[src/include/brs_params.svh]
`ifndef BRS_PARAMS_SVH
`define BRS_PARAMS_SVH

// Branch checkpoint stack sizing.

// Number of checkpoints. Also the width of every branch mask and tag.
`define BR_DEPTH 4

// Architectural registers held in the map table.
`define MT_NUM 8

// Physical register tag width.
`define PRF_IDX_W 5

// One map entry holds the ready bit on top of the physical tag.
`define MT_ENT_W (`PRF_IDX_W + 1)

// Free-list head pointer with its wrap bit.
`define FL_PTR_W 6

`endif

[src/design/brs_pkg.sv]
package brs_pkg;

	// Branch resolution state from the ROB.
	// Sampled for one cycle only since there is no handshake.
	typedef enum logic [1:0] {
		BR_NONE    = 2'd0,	// Nothing resolves.
		BR_CORRECT = 2'd1,	// Prediction held so the tag is freed.
		BR_WRONG   = 2'd2	// Mispredict that restores from the checkpoint.
	} br_state_e;

endpackage

[src/design/br_mask_ctrl.sv]
`timescale 1ns/1ps
`include "brs_params.svh"

module br_mask_ctrl
	import brs_pkg::*;
(
	input  logic                 clk,
	input  logic                 rst_i,
	input  logic                 br_valid_i,	// Dispatch offers a branch.
	output logic                 br_ready_o,	// A free tag exists.
	input  br_state_e            res_state_i,	// From the ROB.
	input  logic [`BR_DEPTH-1:0] res_tag_i,	// One-hot tag of the resolving branch.
	input  logic [`BR_DEPTH-1:0] res_dep_mask_i,	// Mask that branch was dispatched under.
	output logic [`BR_DEPTH-1:0] br_mask_o,	// Dependency mask of the new branch.
	output logic [`BR_DEPTH-1:0] br_tag_o,	// Tag given to the new branch.
	output logic [`BR_DEPTH-1:0] alloc_o	// Capture strobe to the checkpoint slots.
);

	logic [`BR_DEPTH-1:0] mask_q;	// Live branch mask.
	logic [`BR_DEPTH-1:0] mask_clr;	// Mask after this cycle's correct-clear.
	logic [`BR_DEPTH-1:0] free_tag;	// Lowest zero bit of mask_clr.
	logic                 found;	// Search already hit a free bit.
	logic                 full;
	logic                 wrong;
	logic                 accept;

	assign wrong = (res_state_i == BR_WRONG);

	// A correct branch frees its bit before the search.
	// So a dispatch in the same cycle can take it over.
	always_comb begin
		mask_clr = mask_q;
		if (res_state_i == BR_CORRECT)
			mask_clr = mask_q & ~res_tag_i;
	end

	assign full = &mask_clr;

	// Priority search, low bit first.
	always_comb begin
		free_tag = '0;
		found    = 1'b0;
		for (int i = 0; i < `BR_DEPTH; i++) begin
			if (!found && !mask_clr[i]) begin
				free_tag[i] = 1'b1;
				found       = 1'b1;
			end
		end
	end

	// No dispatch while a mispredict cuts the mask back.
	assign br_ready_o = !rst_i && !full && !wrong;
	assign accept     = br_valid_i && br_ready_o;

	assign alloc_o   = accept ? free_tag : '0;	// One slot captures.
	assign br_tag_o  = alloc_o;
	assign br_mask_o = mask_q;	// Prior mask, new bit not yet set.

	always_ff @(posedge clk) begin
		if (rst_i) begin
			mask_q <= '0;
		end else if (wrong) begin
			mask_q <= res_dep_mask_i;	// Squash it and all younger.
		end else begin
			mask_q <= mask_clr | alloc_o;
		end
	end

	// The ROB only resolves branches that are live.
	a_res_tag_live: assert property (@(posedge clk) disable iff (rst_i)
		(res_state_i != BR_NONE) |-> ($onehot(res_tag_i) && |(res_tag_i & mask_q)))
		else $error("resolved tag not one-hot or not live");

	// A full stack with nothing freed takes no branch.
	a_no_accept_full: assert property (@(posedge clk) disable iff (rst_i)
		(&mask_q && res_state_i != BR_CORRECT) |-> !accept)
		else $error("branch accepted while stack full");

endmodule

[src/design/br_ckpt_entry.sv]
`timescale 1ns/1ps
`include "brs_params.svh"

module br_ckpt_entry (
	input  logic                           clk,
	input  logic                           rst_i,
	input  logic                           alloc_i,	// Take a new snapshot.
	input  logic [`MT_NUM*`MT_ENT_W-1:0]   mt_data_i,	// Map table with entry 0 low.
	input  logic [`FL_PTR_W-1:0]           fl_head_i,	// Free-list head.
	input  logic                           cdb_vld_i,	// Bus broadcast valid.
	input  logic [`PRF_IDX_W-1:0]          cdb_tag_i,	// Tag being woken up.
	output logic [`MT_NUM*`MT_ENT_W-1:0]   ckpt_mt_o,	// Stored map table.
	output logic [`FL_PTR_W-1:0]           ckpt_fl_o	// Stored free-list head.
);

	localparam int RDY = `MT_ENT_W - 1;	// Ready bit position.

	logic [`MT_NUM-1:0][`MT_ENT_W-1:0] mt_in;	// Incoming snapshot, split.
	logic [`MT_NUM-1:0][`MT_ENT_W-1:0] mt_src;	// Data the wakeup applies to.
	logic [`MT_NUM-1:0][`MT_ENT_W-1:0] mt_d;	// Next stored data.
	logic [`MT_NUM-1:0][`MT_ENT_W-1:0] mt_q;	// Snapshot storage.
	logic [`MT_NUM-1:0]                wake;	// Per entry tag hit.
	logic [`FL_PTR_W-1:0]              fl_q;

	assign mt_in = mt_data_i;

	// Capture takes the fresh snapshot.
	// The wakeup is merged in either way, so a broadcast in the capture cycle is kept.
	always_comb begin
		mt_src = alloc_i ? mt_in : mt_q;
		for (int i = 0; i < `MT_NUM; i++) begin
			wake[i] = cdb_vld_i && (mt_src[i][`PRF_IDX_W-1:0] == cdb_tag_i);
			mt_d[i] = {mt_src[i][RDY] | wake[i], mt_src[i][`PRF_IDX_W-1:0]};
		end
	end

	// Snapshot and head registers.
	always_ff @(posedge clk) begin
		mt_q <= mt_d;	// Ready bits keep updating while stored.
		if (alloc_i)
			fl_q <= fl_head_i;
	end

	assign ckpt_mt_o = mt_q;
	assign ckpt_fl_o = fl_q;

	// The controller holds off allocation during reset.
	a_no_alloc_rst: assert property (@(posedge clk) rst_i |-> !alloc_i)
		else $error("checkpoint captured during reset");

endmodule

[src/design/br_recover_sel.sv]
`timescale 1ns/1ps
`include "brs_params.svh"

module br_recover_sel
	import brs_pkg::*;
(
	input  br_state_e                                res_state_i,
	input  logic [`BR_DEPTH-1:0]                     res_tag_i,	// One-hot.
	input  logic [`BR_DEPTH*`MT_NUM*`MT_ENT_W-1:0]   ckpt_mt_i,	// All slots with slot 0 low.
	input  logic [`BR_DEPTH*`FL_PTR_W-1:0]           ckpt_fl_i,	// All slots with slot 0 low.
	output logic                                     rc_valid_o,	// Recovery this cycle.
	output logic [`MT_NUM*`MT_ENT_W-1:0]             rc_mt_data_o,	// Map table to restore.
	output logic [`FL_PTR_W-1:0]                     rc_fl_head_o	// Free-list head to restore.
);

	localparam int MTW = `MT_NUM * `MT_ENT_W;	// One slot's map data.

	logic                 wrong;
	logic [MTW-1:0]       mt_sel;
	logic [`FL_PTR_W-1:0] fl_sel;

	assign wrong = (res_state_i == BR_WRONG);

	// AND-OR mux over a one-hot tag.
	always_comb begin
		mt_sel = '0;
		fl_sel = '0;
		for (int i = 0; i < `BR_DEPTH; i++) begin
			mt_sel = mt_sel | (ckpt_mt_i[i*MTW +: MTW] & {MTW{res_tag_i[i]}});
			fl_sel = fl_sel | (ckpt_fl_i[i*`FL_PTR_W +: `FL_PTR_W] & {`FL_PTR_W{res_tag_i[i]}});
		end
	end

	assign rc_valid_o   = wrong;
	assign rc_mt_data_o = wrong ? mt_sel : '0;	// Quiet outside a mispredict.
	assign rc_fl_head_o = wrong ? fl_sel : '0;

	// A second set tag would OR two snapshots together.
	always_comb begin
		if (wrong)
			assert ($onehot(res_tag_i)) else $error("mispredict tag not one-hot");
	end

endmodule

[src/design/branch_stack.sv]
`timescale 1ns/1ps
`include "brs_params.svh"

module branch_stack
	import brs_pkg::*;
(
	input  logic                           clk,
	input  logic                           rst_i,
	// Dispatch.
	input  logic                           br_valid_i,
	output logic                           br_ready_o,
	output logic [`BR_DEPTH-1:0]           br_tag_o,	// One-hot tag of the new branch.
	output logic [`BR_DEPTH-1:0]           br_mask_o,	// Its dependency mask.
	input  logic [`MT_NUM*`MT_ENT_W-1:0]   bak_mt_data_i,	// Map table to save.
	input  logic [`FL_PTR_W-1:0]           bak_fl_head_i,	// Free-list head to save.
	// Resolution from the ROB.
	input  br_state_e                      res_state_i,
	input  logic [`BR_DEPTH-1:0]           res_tag_i,
	input  logic [`BR_DEPTH-1:0]           res_dep_mask_i,
	// Common data bus.
	input  logic                           cdb_vld_i,
	input  logic [`PRF_IDX_W-1:0]          cdb_tag_i,
	// Recovery.
	output logic                           rc_valid_o,
	output logic [`MT_NUM*`MT_ENT_W-1:0]   rc_mt_data_o,
	output logic [`FL_PTR_W-1:0]           rc_fl_head_o
);

	localparam int MTW = `MT_NUM * `MT_ENT_W;

	logic [`BR_DEPTH-1:0]           alloc;	// Capture strobes.
	logic [`BR_DEPTH*MTW-1:0]       ckpt_mt;	// All stored map tables.
	logic [`BR_DEPTH*`FL_PTR_W-1:0] ckpt_fl;	// All stored heads.

	br_mask_ctrl u_mask_ctrl (
		.clk            (clk),
		.rst_i          (rst_i),
		.br_valid_i     (br_valid_i),
		.br_ready_o     (br_ready_o),
		.res_state_i    (res_state_i),
		.res_tag_i      (res_tag_i),
		.res_dep_mask_i (res_dep_mask_i),
		.br_mask_o      (br_mask_o),
		.br_tag_o       (br_tag_o),
		.alloc_o        (alloc)
	);

	// One slot per tag bit.
	for (genvar g = 0; g < `BR_DEPTH; g++) begin : g_ckpt
		br_ckpt_entry u_entry (
			.clk       (clk),
			.rst_i     (rst_i),
			.alloc_i   (alloc[g]),
			.mt_data_i (bak_mt_data_i),
			.fl_head_i (bak_fl_head_i),
			.cdb_vld_i (cdb_vld_i),
			.cdb_tag_i (cdb_tag_i),
			.ckpt_mt_o (ckpt_mt[g*MTW +: MTW]),
			.ckpt_fl_o (ckpt_fl[g*`FL_PTR_W +: `FL_PTR_W])
		);
	end

	br_recover_sel u_recover_sel (
		.res_state_i  (res_state_i),
		.res_tag_i    (res_tag_i),
		.ckpt_mt_i    (ckpt_mt),
		.ckpt_fl_i    (ckpt_fl),
		.rc_valid_o   (rc_valid_o),
		.rc_mt_data_o (rc_mt_data_o),
		.rc_fl_head_o (rc_fl_head_o)
	);

endmodule

[config.mk]
export PLATFORM = sky130hd
export DESIGN_NAME = branch_stack
export DESIGN_NICKNAME = d
export VERILOG_FILES = /design/src/design/brs_pkg.sv /design/src/design/br_mask_ctrl.sv /design/src/design/br_ckpt_entry.sv /design/src/design/br_recover_sel.sv /design/src/design/branch_stack.sv
export VERILOG_INCLUDE_DIRS = /design/src /design/src/include
export SDC_FILE = /design/constraint.sdc
export NUM_CORES = 1
export LEC_CHECK = 0
export ABC_CLOCK_PERIOD_IN_PS = 4200
export BUFFER_PORTS_ARGS = -buffer_cell sky130_fd_sc_hd__buf_2
export CAP_MARGIN = 15
export CORE_MARGIN = 4
export CORE_UTILIZATION = 50
export CTS_BUF_LIST = sky130_fd_sc_hd__clkbuf_4 sky130_fd_sc_hd__clkbuf_8
export DETAILED_ROUTE_END_ITERATION = 16
export PLACE_DENSITY = 0.74
export SLEW_MARGIN = 20
export SYNTH_ARGS = -nofsm -noshare
export SYNTH_HDL_FRONTEND = slang
export SYNTH_SLANG_ARGS = --single-unit
export TNS_END_PERCENT = 50
[constraint.sdc]
create_clock -name clk -period 4.2 [get_ports clk]
set_clock_uncertainty 0.05 [all_clocks]
set_input_delay 0.84 -clock clk [delete_from_list [all_inputs] [get_ports clk]]
set_output_delay 0.84 -clock clk [all_outputs]
set_load 0.005 [all_outputs]
==> results.toml <==
[outcome]
outcome = "finished clean"

[timing]
setup_viol = 0
finalCriticalPeriod_ns = 3.50
max_freq_mhz = 286
setup_tns_ns = 0
hold_viol = 0
rsz0062_at_grt = "false"
slew_viol_final = 0
hold-worst-slack_ns = 0.418
fin_crit_sh = 0.832
maxSlewHeadroom = 0.368
worst_pin_slew_ns = 0.947
worst_slack_ns = 0.704

[worst_setup_path]
crit_type = "input port to primary output"
worstPathMaxFanout = 25
cpPeakStageDelay_ns = 0.52
worstPathCellList = "buf_2 > nand2b_1 > a2111oi_4 > buf_4 > nand2_2 > inv_2 > buf_2"
worstSetupEndpointType = "primary output"
worstPathArrival_ns = 2.61
cp-start-kind = "input port"
required_ns = 3.31
cp_top_family = "buffers and inverters"
crit_buf_inv = 4
cp_slowest_cell = "inv_2"
crit_path_frequent_cell = "buf_2"

[min_path]
hp-class = "flip-flop to flip-flop"

[power]
p_total_mw = 6.29
vdd_drop_max_v = 0.000337
leakage_nw = 5.67
powerDensity_mw_per_mm2 = 473

[die]
ios = 137
core-area_mm2 = 0.0227
initial_core_util = 0.511
die-width_um = 160
row_count = 55
fp.dieH_um = 160
dieArea_mm2 = 0.0257

[placed_design]
placed_cells = 1718
port_buffers = 136
place_hpwl_mm = 24.5
dp_slack_ns = 0.656
gp_congestion = 0.924

[grt]
grt_busiest_layer = "met2"
globalRouteMet3Util = 0.0657
antenna_found_initial = 0
grt_usage = 0.289
grt_first_pass_wirelength_mm = 60.3
grt_max_degree = 57
use_met1 = 0.384
overflow = 0
grt_pass1_vias = 11100
use_met2 = 0.465

[clocking]
post_cts.resized_instances = 0
postCtsSetupBuffers = 0
cts.sinks = 220
hold_buffers = 0
clk_pin_slew_worst_paths_ns = 0.06
cts_tree = "done"
clock_latency_ns = 0.54
htreeDepth = 2
cts_buffers = 40
cts_max_path_buffers = 3
cts-root-buf = "clkbuf_8"

[logic_synthesis]
synthTopCellsByCount = "nand2_1 (264), dfxtp_1 (196), a22oi_1 (110)"
seq_area_frac_synth = 0.400
synth_enable_flop_cells = 24
yosysWarnings = 0
yosysMostFrequentCell = "nand2_1"
syn_nets = 1440
async_flop_share = 0
synth_area_mm2 = 0.0116
synth_top_flop_cell = "dfxtp_1"
syn_inst = 1367
yosys.area.top_type_share = 0.338
yosysUniqueCellTypes = 73
synth.area.top_cells = "dfxtp_1 (34%), nand2_1 (8.5%), a22oi_1 (7.1%), edfxtp_1 (6.2%), xnor2_1 (5.1%)"
synth_seq_cells = 220
yosys.area.top_type = "dfxtp_1"
syn_area_per_cell_um2 = 8.49

[final_layout]
drive_above_1_share = 0.205
fin_cells = 1789
nets = 1548
num_antenna_cells = 0
area_growth_pct = 14.6

[detailed_routing]
drc = 0
postRouteAntennaNets = 0
dr.pass1.iters = 6
drtIter0Drc = 1179
finalWirelength_mm = 38.4
vias_per_cell = 6.28
routedWlPerCell_um = 21.5
num_vias = 11200

[flow_run]
cap_viol_max_count = 0
state kept, by name, summed over array words and instances, names as in the netlist:
register,cells
u_mask_ctrl.br_mask_o,4
g_ckpt.u_entry.ckpt_mt_o,192
g_ckpt.u_entry.ckpt_fl_o,24
layout by cell type, fill, tap and decap left out, drive strengths merged, types with 13 or more instances in the layout:
cell type and instances:
nand3 55, clkbuf 59, mux2i 24, o21ai 69, o31ai 19, nor2 26, o22ai 14, nand2 265
a21oi 100, a22oi 110, dfxtp 196, buf 175, nor3 13, xnor2 68, xor2 46, and3 32
edfxtp 24, inv 24, mux2 46
final timing paths:
path / startpoint / to / slack, ns / depth (start not counted)
worst max-delay path: rst_i / br_tag_o[3] / 0.70 / 7
worst min-delay path: g_ckpt[1].u_entry.ckpt_mt_o[23] / g_ckpt[1].u_entry.ckpt_mt_o[23] / 0.42 / 2
worst max register to register: u_mask_ctrl.br_mask_o[1] / g_ckpt[3].u_entry.ckpt_mt_o[5] / 1.32 / 9
worst min register to register: g_ckpt[1].u_entry.ckpt_mt_o[23] / g_ckpt[1].u_entry.ckpt_mt_o[23] / 0.42 / 2
tightest hold or removal path, stage by stage (launching register included):
cell and delay, ns:
dfxtp_1 0.31, nand2_1 0.05, nand3_1 0.06
per-layer routing:
layer	vias up	share of wire
li1	5157	-
met4	0	0.032
met5	-	0
met2	641	0.45
met3	111	0.10
met1	5328	0.41
cell type report:
cell class                 instances  area [µm²]
multi-input combinational       1013        6400
inverter                          25        96.3
timing repair buffer             175         998
clock buffer                      59         749
clock inverter                    12        60.1
tap                              285         357
fill                            2092        9410
sequential                       220        4640
kinds of logic (layout without fill, tap and decap cells):
| family | Yosys count | count (layout) | synth area share |
|---|---|---|---|
| compound gates | 385 | 385 | 0.223 |
| xor+xnor | 114 | 114 | 0.0860 |
| buf+inv | 134 | 271 | 0.0489 |
| flops | 220 | 220 | 0.400 |
| mux | 70 | 70 | 0.0653 |
| simple gates | 444 | 444 | 0.177 |
power by group:
group	switching, mW	internal (mW)	leakage [nW]
Clock	0.915	1.14	0.428
Sequential	0.292	2.55	1.85
Combinational	0.757	0.630	3.39
per-stage QoR:
step	util	area, µm²
after floorplan	-	11600
after global placement	0.550	12500
after detailed placement	0.550	12500
after CTS	0.586	13300
after global routing	0.586	13300
final	0.586	13300
No activity file was read; power rests on OpenSTA's default activity.
